`config.mk`:
```
export PLATFORM = sky130hd
export DESIGN_NAME = pkt_fifo_flat
export DESIGN_NICKNAME = d
export VERILOG_FILES = /design/src/hdl/vs_mux_pkg.sv /design/src/hdl/axis_word_if.sv /design/src/hdl/pkt_fifo.sv /design/src/flat_wrapper.sv
export SDC_FILE = /design/constraint.sdc
export NUM_CORES = 1
export LEC_CHECK = 0
export BUFFER_PORTS_ARGS = -buffer_cell sky130_fd_sc_hd__buf_2
export CORE_MARGIN = 4
export CORE_UTILIZATION = 30
export CTS_CLUSTER_DIAMETER = 40
export DETAILED_ROUTE_END_ITERATION = 10
export GPL_TIMING_DRIVEN = 0
export HOLD_SLACK_MARGIN = 0.15
export SLEW_MARGIN = 20
export SYNTH_ARGS = -nofsm -noshare
export SYNTH_HDL_FRONTEND = slang
export SYNTH_SLANG_ARGS = --single-unit
export TNS_END_PERCENT = 20
```
`constraint.sdc`:
```
create_clock -name axis_aclk -period 9.3 [get_ports axis_aclk]
set_input_delay 0.465 -clock axis_aclk [delete_from_list [all_inputs] [get_ports axis_aclk]]
set_output_delay 0.465 -clock axis_aclk [all_outputs]
set_load 0.05 [all_outputs]
```
`src/hdl/vs_mux_pkg.sv`:
```
//////////////////////////////////////////////////
// Output mux shared definitions
// Stream widths, buffered word layout and the
// arbiter state encoding
//////////////////////////////////////////////////

package vs_mux_pkg;

  // Stream widths
  localparam int DATA_WIDTH  = 64;
  localparam int KEEP_WIDTH  = DATA_WIDTH / 8;
  localparam int TUSER_WIDTH = 16;

  // One stream beat as stored in a port FIFO
  // and as presented on the merged output
  typedef struct packed {
    logic                   tlast;
    logic [TUSER_WIDTH-1:0] tuser;
    logic [KEEP_WIDTH-1:0]  tkeep;
    logic [DATA_WIDTH-1:0]  tdata;
  } axis_word_t;

  // Arbiter states
  // ARB_IDLE searches for a queue with data,
  // ARB_PKT stays on one queue until tlast
  typedef enum logic [0:0] {
    ARB_IDLE = 1'b0,
    ARB_PKT  = 1'b1
  } arb_state_t;

endpackage

```
`src/hdl/axis_word_if.sv`:
```
//////////////////////////////////////////////////
// Buffered stream word link between one port
// FIFO head and the packet arbiter
//////////////////////////////////////////////////

interface axis_word_if;

  import vs_mux_pkg::*;

  axis_word_t word;
  // Head present whenever the FIFO is not empty
  logic       valid;
  // Pop request for the next rising edge
  logic       ready;

  modport fifo (
    output word,
    output valid,
    input  ready
  );

  modport arbiter (
    input  word,
    input  valid,
    output ready
  );

endinterface

```
`src/hdl/pkt_fifo.sv`:
```
//////////////////////////////////////////////////
// Per-port fall-through word FIFO
// Head is always visible, input is throttled at
// one word below full
//////////////////////////////////////////////////

module pkt_fifo #(
  parameter int FIFO_DEPTH_BITS = 4
) (
  input  logic                   axis_aclk,
  input  logic                   axis_resetn,
  input  vs_mux_pkg::axis_word_t in_word,
  input  logic                   in_valid,
  output logic                   in_ready,
  axis_word_if.fifo              q
);

  import vs_mux_pkg::*;

  localparam int DEPTH = 1 << FIFO_DEPTH_BITS;

  axis_word_t                 mem [DEPTH];
  logic [FIFO_DEPTH_BITS-1:0] wr_ptr;
  logic [FIFO_DEPTH_BITS-1:0] rd_ptr;
  logic [FIFO_DEPTH_BITS:0]   count;
  logic                       empty;
  logic                       nearly_full;
  logic                       wr_en;
  logic                       rd_en;

  assign empty       = (count == '0);
  // Keeps one slot of slack for the upstream port
  assign nearly_full = (count >= (FIFO_DEPTH_BITS + 1)'(DEPTH - 1));

  assign in_ready = ~nearly_full;
  assign wr_en    = in_valid & in_ready;
  assign rd_en    = q.ready & ~empty;

  // Fall-through head
  assign q.word  = mem[rd_ptr];
  assign q.valid = ~empty;

  // Storage array
  always_ff @(posedge axis_aclk) begin
    if (wr_en) begin
      mem[wr_ptr] <= in_word;
    end
  end

  // Pointers and occupancy
  always_ff @(posedge axis_aclk) begin
    if (!axis_resetn) begin
      wr_ptr <= '0;
      rd_ptr <= '0;
      count  <= '0;
    end else begin
      if (wr_en) begin
        wr_ptr <= wr_ptr + 1'b1;
      end
      if (rd_en) begin
        rd_ptr <= rd_ptr + 1'b1;
      end
      case ({wr_en, rd_en})
        2'b10: begin
          count <= count + 1'b1;
        end
        2'b01: begin
          count <= count - 1'b1;
        end
        default: begin
          count <= count;
        end
      endcase
    end
  end

endmodule

```
`src/flat_wrapper.sv`:
```
// flat-port wrapper written by rule: the top's interface ports become plain ports
module pkt_fifo_flat import vs_mux_pkg::*;
#(
  parameter int FIFO_DEPTH_BITS = 4
)
  (axis_aclk, axis_resetn, in_word, in_valid, in_ready, q_word, q_valid, q_ready);
  axis_word_if q_i ();
  input  logic axis_aclk;
  input  logic axis_resetn;
  input  vs_mux_pkg::axis_word_t in_word;
  input  logic in_valid;
  output logic in_ready;
  output wire logic [$bits(q_i.word)-1:0] q_word;
  output wire logic [$bits(q_i.valid)-1:0] q_valid;
  input wire logic [$bits(q_i.ready)-1:0] q_ready;
  assign q_word = q_i.word;
  assign q_valid = q_i.valid;
  assign q_i.ready = q_ready;
  pkt_fifo #(.FIFO_DEPTH_BITS(FIFO_DEPTH_BITS)) u_core (.axis_aclk(axis_aclk), .axis_resetn(axis_resetn), .in_word(in_word), .in_valid(in_valid), .in_ready(in_ready), .q(q_i));
endmodule
```
# Word-level counts from Yosys, hierarchy flattened

Memory sizes are Yosys's and may differ from the RTL's. A register that Yosys moved wholly into a read port is not among the register bits.
Cells that the tools add are included.
Widths: inputs -> output; s select.

Input bits: 93
Output and inout bits: 91
Memories kept: 1
Register bits: 13
Bits in writable memories: 1424
Word-level logic and storage cells: 22

Memory list:

| memory     | words | width | read ports | clocked after Yosys merged registers in | wr ports | RTL line       | source |
|---|---|---|---|---|---|---|---|
| u_core.mem | 16    | 89    | 1          | 1                                       | 1        | pkt_fifo.sv:22 | `axis_word_t mem [DEPTH];` |

Mux-type cells: 5
Add/sub/neg operators: 4
Equal/unequal tests: 2
Bitwise gates (word level): 4
Reductions and logical operators: 2
Order comparisons: 1

Operator list:

| cell                | count |
|---|---|
| $pmux 5 s2          | 1 |
| $add 4x1->4 const B | 2 |
| $mux 4              | 2 |
| $add 5x1->5 const B | 1 |
| $ge 5x4->1 const B  | 1 |
| $logic_not 5->1     | 1 |
| $sub 5x1->5 const B | 1 |
| $and 1x1->1         | 2 |
| $eq 2x1->1 const B  | 1 |
| $eq 2x2->1 const B  | 1 |
| $mux 1              | 2 |
| $not 1->1           | 2 |
| $reduce_bool 2->1   | 1 |

# Logic depth before layout (Yosys ltp)

Gate-level depths: netlist (run 1).

Depth after elaboration: 5
Gate-level depth with buffers: 11
Gate-level depth less buffers: 10

# Worst setup path before layout (run 1)

No wires, ideal clock.

Path type: register to register
From: register u_core.count[2]
To: memory u_core.mem[0][0] (netlist bit) (enable)
Data required time: 8.543 ns
Path slack: -1.274 ns
Path buffers: 1
Library setup time: 0.757 ns
Stages on the path, launching flop included: 5
Clock period less this slack: 10.574 ns
Data arrival time: 9.817 ns
Cell sequence: dfxtp_1 -> buf_2 -> a41oi_2 -> nand2_2 -> nor4_1

Cells in the longest elaborated chain, start to end: 5

Ends and longest elaborated chain:

| element                      | RTL line           | source |
|---|---|---|
| from (decl)                  | pkt_fifo.sv:25     | `logic [FIFO_DEPTH_BITS:0] count;` |
| from (signal assigned)       | pkt_fifo.sv:65     | `count <= count + 1'b1;` |
| from (signal assigned)       | pkt_fifo.sv:68     | `count <= count - 1'b1;` |
| from (signal assigned)       | pkt_fifo.sv:71     | `count <= count;` |
| $ge 5x4->1                   | pkt_fifo.sv:33     | `assign nearly_full = (count >= (FIFO_DEPTH_BITS + 1)'(DEPTH - 1));` |
| $not 1->1                    | pkt_fifo.sv:35     | `assign in_ready = ~nearly_full;` |
| via in_ready                 | flat_wrapper.sv:12 | `output logic in_ready;` |
| $and 1x1->1                  | pkt_fifo.sv:36     | `assign wr_en = in_valid & in_ready;` |
| $mux 1                       | pkt_fifo.sv:45     | `if (wr_en) begin` |
| $mux 1 (implied by the code) | pkt_fifo.sv:46     | `mem[wr_ptr] <= in_word;` |
| to (decl)                    | pkt_fifo.sv:22     |  |

The timed path passes the listed nets, and every way through them passes these cells.

==> metrics.yaml, run 1 <==
via_per_inst: 4.879
cp.required_ns: 8.84
cp_common_cell: "buf_2"
fin_nets: 2945
slew_viol_final: 0
tightestPinTransition_ns: 1.007
syn_nets: 2394
cts_tree: "yes"
placed_area_sq_mm: 0.05962
leakage_nw: 20.65
synth_cells: 2292
die_x_um: 433.1
cts_num_sinks: 1441
via_count: 25999
wl_per_cell_um: 25.25
setup_tns_ns: 0
maxCapViolCount: 0
fin_hold_ws_ns: 0.2215
async_flop_share: 0
drtPass1Iterations: 7
whs_path_depth: 4
cts_setup_buffers: 0
synth-seq-cells: 1441
ys.flop_type: "edfxtp_1"
hp-start: "axis_resetn"
synth_cell_types: 41
hold_end: "u_core.count[4]"
drive_gt1_frac: 0.3276
fin_cells: 5329
fill_cells: 16164
finalHoldViolations: 0
setup_viol: 0
grt_usage: 0.1426
numCtsBuffers: 147
relSlewSlack: 0.3288
ant_nets: 0
rsz0062_at_grt: "no"
path_max_fanout: 10
synth_area_sq_mm: 0.05422
r2r_setup_slack_ns: 5.79
cp.arrival_ns: 3.80
hpwl_um: 87110
clock_path_buffers: 3
crit_type: "reg2out"
drtIter0Drc: 2482
grt_max_degree: 37
core_sq_mm: 0.1790
dp_cells: 4958
synth.area.top_cells: "edfxtp_1 79%, mux4_2 15%, a22oi_1 2.5%"
hold_class: "in2reg"
grt-ovfl-total: 0
grt_pass1_wl_um: 194300
gp_congestion: 0.7024
yosysSeqAreaShare: 0.7949
die_h_um: 433.1
min_period_ns: 4.264
r2r_cells: 10
r2r-start: "u_core.count[2]"
synth_warnings: 0
irDropWorstVdd_uv: 156.5
synth.avg_cell_area_sq_um: 23.66
synthTopCellsByCount: "1,424 x edfxtp_1, 356 x mux4_2, 178 x a22oi_1, 91 x nand2_1, 49 x clkbuf_1"
slowest_delay_ns: 0.75
critPathCaptureType: "primary output"
antenna_found_initial: 31
io_buffers: 183
pin_count: 184
r2r-end: "u_core.mem[0][76]"
design_area_sq_mm: 0.06550
fin_ws_ns: 5.036
yosysMostFrequentCell: "edfxtp_1"
fmax_ghz: 0.2345
synth_top_area_frac: 0.7886
yosysTopAreaCell: "edfxtp_1"
clk_pin_slew_ns: 0.06
startpoint_type: "register"
routed_wl_um: 134600
synth-edff-count: 1424
htree_levels: 4
syn_to_final_growth_pct: 20.80
fin_crit_sh: 0.4585
start_util: 0.3029
fin_skew_ns: 0.02870
rows: 155
crit_chain: "buf_2, buf_2, buf_1, mux4_2, a22oi_1, nand2_1, buf_2"
cts_resized: 0
outcome: "finished clean"
cts_root_buffer: "clkbuf_16"
slowest_stage: "buf_1"
grt_pass1_vias: 26919
power.density_mw_per_mm2: 254.6
pre_cts_slack_ns: 5.798
drc: 0
clock_insertion_delay_worst_skew_ns: 0.78
dieArea_sq_mm: 0.1876
==> power by group <==
part           total (W)  switching [W]  internal (W)
Combinational    0.00331        0.00207       0.00123
Clock            0.00600        0.00253       0.00347
Sequential       0.00737      0.0000462       0.00732
Total             0.0167        0.00465        0.0120
==> kinds of logic (layout without fill, tap and decap cells) <==
kind of cell / after synthesis / count (layout) / synth area share
AND/OR/NAND/NOR: 150 / 150 / 0.01320
multiplexers: 358 / 358 / 0.1482
XOR/XNOR: 8 / 8 / 0.001292
other: 0 / 16 / 0
AO/OA/AOI/OAI: 192 / 192 / 0.02679
adder cells (fa/ha/maj): 9 / 9 / 0.002077
flip-flops: 1441 / 1441 / 0.7949
buffers and inverters: 134 / 800 / 0.01354
==> cells in the final DEF (no fill, tap or decap), types with 20 or more instances in the layout <==
cell type and instances:
edfxtp_1 1424, mux4_2 356, buf_2 260, a22oi_1 178, clkbuf_16 150, nand2_1 91, dlygate4sd3_1 91, clkbuf_1 66
buf_4 41, buf_1 25, buf_12 24, buf_6 21, clkinv_1 20
==> metal layers <==
layer  part of all wire  GRT usage  wire (um)  vias to the layer above
met2               0.49     0.2355      66460                      815
met4              0.028    0.04301       3772                       12
met3              0.059    0.02999       7957                      203
met1               0.42     0.1903      56300                    13974
li1                   -          -          -                    10995
met5            0.00058          0         78                        -
==> critical path, delay by kind of cell (launching register included) <==
| kind | cells | cell delay, ns |
|---|---|---|
| flip-flops | 1 | 0.35 |
| AND/OR/NAND/NOR | 1 | 0.24 |
| multiplexers | 1 | 0.42 |
| buffers and inverters | 4 | 1.66 |
| AO/OA/AOI/OAI | 1 | 0.35 |
==> worst max path at each step <==
| stage | from | endpoint | slack, ns |
|---|---|---|---|
| floorplan | u_core.count[2] | u_core.mem[0][0] | -1.27 |
| global placement | u_core.count[2] | u_core.mem[0][71] | -12.10 |
| detailed placement | register | q_word[6] | 5.80 |
| CTS | register | q_word[6] | 4.93 |
| global route | register | q_word[6] | 4.97 |
| finish | register | q_word[5] | 5.04 |
==> repair_timing <==
item,in CTS,in global routing
hold endpoints to repair,1431,0
hold buffers,91,0
endpoints found under the setup margin,0,0
==> state kept, by name, summed over array words and instances (netlist names), named ones only <==
register       count
u_core.rd_ptr      4
u_core.wr_ptr      4
u_core.mem      1424
u_core.count       5
==> final cells by class <==
cell class / instances / area (sq um) / area share
clock inverter: 97 / 1120 / 0.01710
sequential: 1441 / 43100 / 0.6580
inverter: 8 / 30.03 / 0.0004584
tap: 2355 / 2947 / 0.04498
multi-input combinational: 717 / 10470 / 0.1598
clock buffer: 167 / 3817 / 0.05828
buffer: 126 / 704.4 / 0.01075
timing repair buffer: 402 / 3278 / 0.05004
antenna: 16 / 40.04 / 0.0006112
==> stage by stage <==
stage / power [W] / util
floorplan: 0.009822 / -
global placement: 0.01089 / 0.3245
detailed placement: 0.01085 / 0.3330
CTS: 0.01687 / 0.3657
global route: 0.01730 / 0.3659
finish: 0.01668 / 0.3659
Power figures use the tool's default switching activity.
==> run 2: changes to the inputs <==
clock period = 3.7 ns   (was 9.3 ns; I/O delays follow)
==> run 2 against run 1 <==
  * Global-route usage is 0.53 points higher
  * Sequential cell count stayed put
  * Combinational power grew to 2.6 times the previous value
  * Sequential share of layout area is 0.35 points lower
  * Via count is 0.78% higher
  * Critical path depth stayed put
  * Critical path type unchanged
  * Highest routed layer unchanged
==> metrics.yaml, run 2 (synthesized netlist as in run 1, its figures left out) <==
outcome: "finished clean"
clock_path_buffers: 3  # unchanged
via_per_inst: 4.922  # +0.88%
clk_pin_slew_ns: 0.06  # about the same
cts_num_sinks: 1441  # unchanged
path_max_fanout: 10  # unchanged
drtIter0Drc: 2758  # +11%
ant_nets: 0  # unchanged
grt-ovfl-total: 0  # unchanged
cts_root_buffer: "clkbuf_16"
drive_gt1_frac: 0.3305  # +0.002931
reg_top3: "u_core.mem: 1424 flops, u_core.count: 5 flops"
die_h_um: 433.1  # unchanged
fin_nets: 2926  # -0.65%
p_comb_frac: 0.199  # about the same
cts_tree: "yes"
finalHoldViolations: 0  # unchanged
crit_type: "reg2out"
htree_levels: 4  # unchanged
fin_hold_ws_ns: 0.3565  # +0.1350 ns
die_x_um: 433.1  # unchanged
antenna_found_initial: 27  # -13%
rows: 155  # unchanged
switching_power_w: 0.01189  # +160%
multi_input_area_sq_mm: 0.01052  # +0.49%
wl_per_cell_um: 26.14  # +3.5%
final_common_cell: "edfxtp_1"
via_count: 26203  # +0.78%
p_int_w: 0.03067  # +160%
critPathCaptureType: "primary output"
rsz0062_at_grt: "no"
mostFrequentLayoutCells: "1,424 x edfxtp_1, 356 x mux4_2, 203 x buf_2"
core_sq_mm: 0.1790  # unchanged
cp.required_ns: 3.51  # -5.33 ns
gp_congestion: 0.6917  # -1.5%
p_clk_frac: 0.366  # +0.006
design_area_sq_mm: 0.06585  # +0.53%
tightestPinTransition_ns: 0.9297  # -0.07712 ns
relSlewSlack: 0.3802  # +0.05142
fill_cells: 16141  # -0.14%
fin_crit_sh: 0.9580
grt_max_degree: 36  # -2.7%
fin_skew_ns: 0.02549  # -0.003203 ns
startpoint_type: "register"
hpwl_um: 87730  # +0.71%
placed_area_sq_mm: 0.05958  # about the same
fmax_ghz: 0.2821
largest_register: "u_core.mem"
slew_viol_final: 0  # unchanged
start_util: 0.3029  # unchanged
grt_pass1_vias: 27215  # +1.1%
grt_pass1_wl_um: 199600  # +2.7%
setup_viol: 0  # unchanged
drc: 0  # unchanged
r2r_setup_slack_ns: 0.42  # -5.37 ns
min_period_ns: 3.545
maxCapViolCount: 0  # unchanged
io_buffers: 183  # unchanged
largest_reg_flops: 1424  # unchanged
pin_count: 184  # unchanged
numCtsBuffers: 163  # +11%
regArea_sq_mm: 0.04310  # unchanged
leakage_nw: 20.72  # +0.36%
routed_wl_um: 139100  # +3.4%
grt_usage: 0.1480  # +0.005322
seqPwrFrac: 0.435  # -0.007
dieArea_sq_mm: 0.1876  # unchanged
clock_insertion_delay_worst_skew_ns: 0.77  # about the same
cts_setup_buffers: 0  # unchanged
hold_class: "in2reg"
cp.arrival_ns: 3.36  # -0.44 ns
power_w: 0.04256  # +160%
power.density_mw_per_mm2: 646.2  # +150%
syn_to_final_growth_pct: 21.44
irDropWorstVdd_uv: 423.6  # +170%
p_sw_frac: 0.2793  # +0.0003889
drtPass1Iterations: 6  # -1
run 2: changes by cell type in the layout (fill, tap and decap cells not counted), sizes merged:
cell           before  now
buf               388  342
dlygate4sd3        91   93
bufinv             17   10
diode              16   10
clkinvlp            8   15
clkbuf            216  253
clkinv             51   63
inv                29   22
clkdlybuf4s15       0    3
run 2: layout make-up:
cell class	count	area share
clock buffers	198	0.06588
multi-input cells	717	0.1597
inverters	8	0.0004560
clock inverters	102	0.01376
repair buffers	367	0.04879
well taps	2355	0.04475
diodes	10	0.0003800
plain buffers	126	0.01172
flip-flops and latches	1441	0.6545
run 2: layer usage:
metal	part of all wire	vias up	global-route usage
li1	-	10981	-
met4	0.023	6	0.04101
met1	0.41	13974	0.1954
met5	0.00024	-	0
met2	0.51	1030	0.2503
met3	0.063	212	0.02823
run 2: power groups by stage:
stage	Combinational [W]	Clock, W	Sequential, W
floorplan	0.00576	0	0.0189
global placement	0.00835	0	0.0189
detailed placement	0.00858	0	0.0189
CTS	0.00871	0.0159	0.0185
global route	0.00902	0.0166	0.0186
finish	0.00846	0.0156	0.0185
run 2: final timing paths:
kind / from / endpoint / cells after the start
max: register / q_word[33] / 7
min reg2reg: u_core.rd_ptr[1] / u_core.rd_ptr[1] / 2
max reg2reg: u_core.count[2] / u_core.mem[1][76] / 10
min: in_word[79] / u_core.mem[7][79] / 2
run 2: metrics by stage:
| stage | TNS (ns) | utilization | worst slack [ns] | std cells |
|---|---|---|---|---|
| after floorplan | -674.32 | - | -0.8601 | 2292 |
| after global placement | -4825.04 | 0.3250 | -4.517 | 4830 |
| after detailed placement | 0 | 0.3329 | 0.3965 | 4921 |
| after CTS | -0.8685 | 0.3677 | -0.1095 | 5314 |
| after global routing | 0 | 0.3678 | 0.007613 | 5318 |
| final | 0 | 0.3679 | 0.1555 | 5324 |
run 2: timing repair:
| action | CTS | global route |
|---|---|---|
| hold buffers | 93 | 0 |
| setup endpoints to repair | 80 | 40 |
| endpoints found under the hold margin | 1470 | 0 |
| cloned | 0 | 0 |
| gates resized for setup | 31 | 14 |
run 2: critical path, stage by stage, from the launching register on:
cell	delay (ns)
dfxtp_1	0.38
buf_2	0.17
buf_2	0.41
clkbuf_2	0.46
mux4_2	0.39
a22oi_1	0.33
nand2_1	0.19
buf_2	0.25
==> run 3: changes to the inputs <==
CELL_PAD_IN_SITES_DETAIL_PLACEMENT = 2   (was default)
CELL_PAD_IN_SITES_GLOBAL_PLACEMENT = 2   (was default)
PLACE_DENSITY_LB_ADDON = 0.1   (was default)
==> run 3 against run 2 <==
  * First-iteration DRC count shrank 21%
  * Sequential cell count unchanged
  * Clock-buffer cell count grew 58
  * Global-route usage up 2.6 points
  * Clock skew fell by 0.0026 ns
  * Critical path depth is the same
  * Worst hold slack got worse by 0.078 ns
  * Sequential power is essentially flat
  * Sequential share of layout area decreased by 3.3 points
  * Non-clock buffer count rose by 16
  * Worst setup slack got worse by 0.017 ns
  * Critical endpoint is now q_word[82]
==> metrics.yaml, run 3 (synthesized netlist as in run 1, its figures left out) <==
top_usage_layer: "met2"
htree_levels: 4  # unchanged
die_x_um: 433.1  # unchanged
critPathTopFamily: "buffers and inverters"
crit_chain: "buf_2, buf_4, clkbuf_2, mux4_2, a22oi_1, nand2_1, buf_2"
drtIter0Drc: 2191  # -21%
whs_path_depth: 2  # unchanged
fmax_ghz: 0.2807  # -0.49%
ant_nets: 0  # unchanged
gp_congestion: 0.6879  # -0.55%
fin_skew_ns: 0.02286  # -0.002630 ns
crit_type: "reg2out"
tightestPinTransition_ns: 0.9735  # +0.04377 ns
cts_num_sinks: 1441  # unchanged
numCtsBuffers: 237  # +45%
finalHoldViolations: 0  # unchanged
clock_path_buffers: 3  # unchanged
fin_nets: 3016  # +3.1%
io_buffers: 183  # unchanged
min_period_ns: 3.562  # +0.01750 ns
clk_pin_slew_ns: 0.06  # about the same
drc: 0  # unchanged
setup_tns_ns: 0  # unchanged
grt_pass1_vias: 30440  # +12%
largest_reg_flops: 1424  # unchanged
r2r_cells: 8  # -2
fin_util: 0.3877  # +0.01981
leakage_nw: 22.42  # +8.2%
cts_tree: "yes"
multi_input_area_sq_mm: 0.01053  # about the same
routed_wl_um: 162300  # +17%
met3_usage: 0.03026  # +0.002031
reg_top3: "u_core.mem: 1424 flops, u_core.count: 5 flops"
largest_register: "u_core.mem"
path_max_fanout: 10  # unchanged
hpwl_um: 102000  # +16%
cp.arrival_ns: 3.38  # +0.02 ns
crit_buf_inv: 4  # unchanged
rows: 155  # unchanged
grt_util_met2: 0.2972  # +0.04690
clock_insertion_delay_worst_skew_ns: 0.84  # +0.07 ns
r2r_setup_slack_ns: 0.46  # +0.04 ns
slowest_stage: "clkbuf_2"
grt-ovfl-total: 0  # unchanged
cp.required_ns: 3.51  # about the same
irDropWorstVdd_uv: 379.2  # -10%
mostFrequentLayoutCells: "1,424 x edfxtp_1, 356 x mux4_2, 239 x clkbuf_16"
rsz0062_at_grt: "yes"
power.density_mw_per_mm2: 715.8  # +11%
slew_viol_final: 0  # unchanged
cts_setup_buffers: 0  # unchanged
startpoint_type: "register"
hold_end: "u_core.mem[1][39]"
maxCapViolCount: 0  # unchanged
critPathCaptureType: "primary output"
grt_usage: 0.1739  # +0.02598
syn_to_final_growth_pct: 27.98
antenna_found_initial: 16  # -41%
core_sq_mm: 0.1790  # unchanged
drtPass1Iterations: 7  # +1
r2r-start: "u_core.count[2]"
hold_class: "in2reg"
pin_count: 184  # unchanged
hp-start: "in_word[39]"
final_common_cell: "edfxtp_1"
grt_use_met1: 0.2283  # +0.03286
wl_per_cell_um: 29.56  # +13%
grt_pass1_wl_um: 229800  # +15%
die_h_um: 433.1  # unchanged
via_count: 26753  # +2.1%
fill_cells: 16687  # +3.4%
cp_common_cell: "buf_2"
grt_max_degree: 33  # -8.3%
setup_viol: 0  # unchanged
slowest_delay_ns: 0.45  # about the same
fin_crit_sh: 0.9627  # +0.004729
relSlewSlack: 0.3510  # -0.02918
cts_root_buffer: "clkbuf_16"
regArea_sq_mm: 0.04310  # unchanged
outcome: "finished clean"
r2r-end: "u_core.mem[10][61]"
start_util: 0.3029  # unchanged
drive_gt1_frac: 0.3788  # +0.04824
via_per_inst: 4.874  # -0.97%
dieArea_sq_mm: 0.1876  # unchanged
## run 3: metrics by stage
stage	hold slack [ns]	cell area, sq um	std cells	total power [W]	setup slack [ns]
floorplan	0.2839	54310	2292	0.02463	-0.8601
global placement	0.5100	58170	4830	0.02744	-5.279
detailed placement	0.5276	60030	4938	0.02770	0.01847
CTS	0.1887	69370	5481	0.05053	-0.1485
global route	0.2352	69390	5486	0.05165	-0.01837
finish	0.2782	69400	5489	0.04968	0.1380
## run 3: layer usage
layer	vias up	wire length, um
met5	-	27
met4	4	3986
met3	252	6609
met2	637	82070
met1	14596	69580
li1	11264	-
## run 3: power by group
group / total (W) / leakage [nW] / switching, W / internal, W
sequential: 0.0186 / 13.0 / 0.000129 / 0.0184
combinational: 0.00865 / 5.46 / 0.00545 / 0.00320
clock: 0.0225 / 3.97 / 0.00827 / 0.0142
## run 3: worst reg2reg max path, delay by kind of cell (launching register included)
| kind | cells | cell delay [ns] |
|---|---|---|
| AO/OA/AOI/OAI | 1 | 0.35 |
| AND/OR/NAND/NOR | 3 | 1.21 |
| flip-flops | 1 | 0.29 |
| buffers and inverters | 4 | 1.01 |
## run 3: cell type report
cell class	count	share of cell area
Antenna cell	8	0.0002885
Clock buffer	256	0.08710
Multi-Input combinational cell	717	0.1517
Tap cell	2355	0.04246
Clock inverter	195	0.03164
Timing Repair Buffer	384	0.05270
Inverter	8	0.0004327
Buffer	125	0.01260
Sequential cell	1441	0.6211
## run 3: worst max path at each step
stage                             end  slack (ns)  depth (start not counted)
finish                     q_word[82]        0.14                          7
global placement    u_core.mem[2][58]       -5.28                          4
floorplan            u_core.mem[2][0]       -0.86                          4
global route               q_word[78]       -0.02                          7
CTS                        q_word[64]       -0.15                          7
detailed placement         q_word[81]        0.02                          7
## run 3: timing repair
action,in CTS,in global routing
hold buffers,93,0
endpoints found under the setup margin,89,32
hold endpoints to repair,1516,0
gates resized for setup,87,26
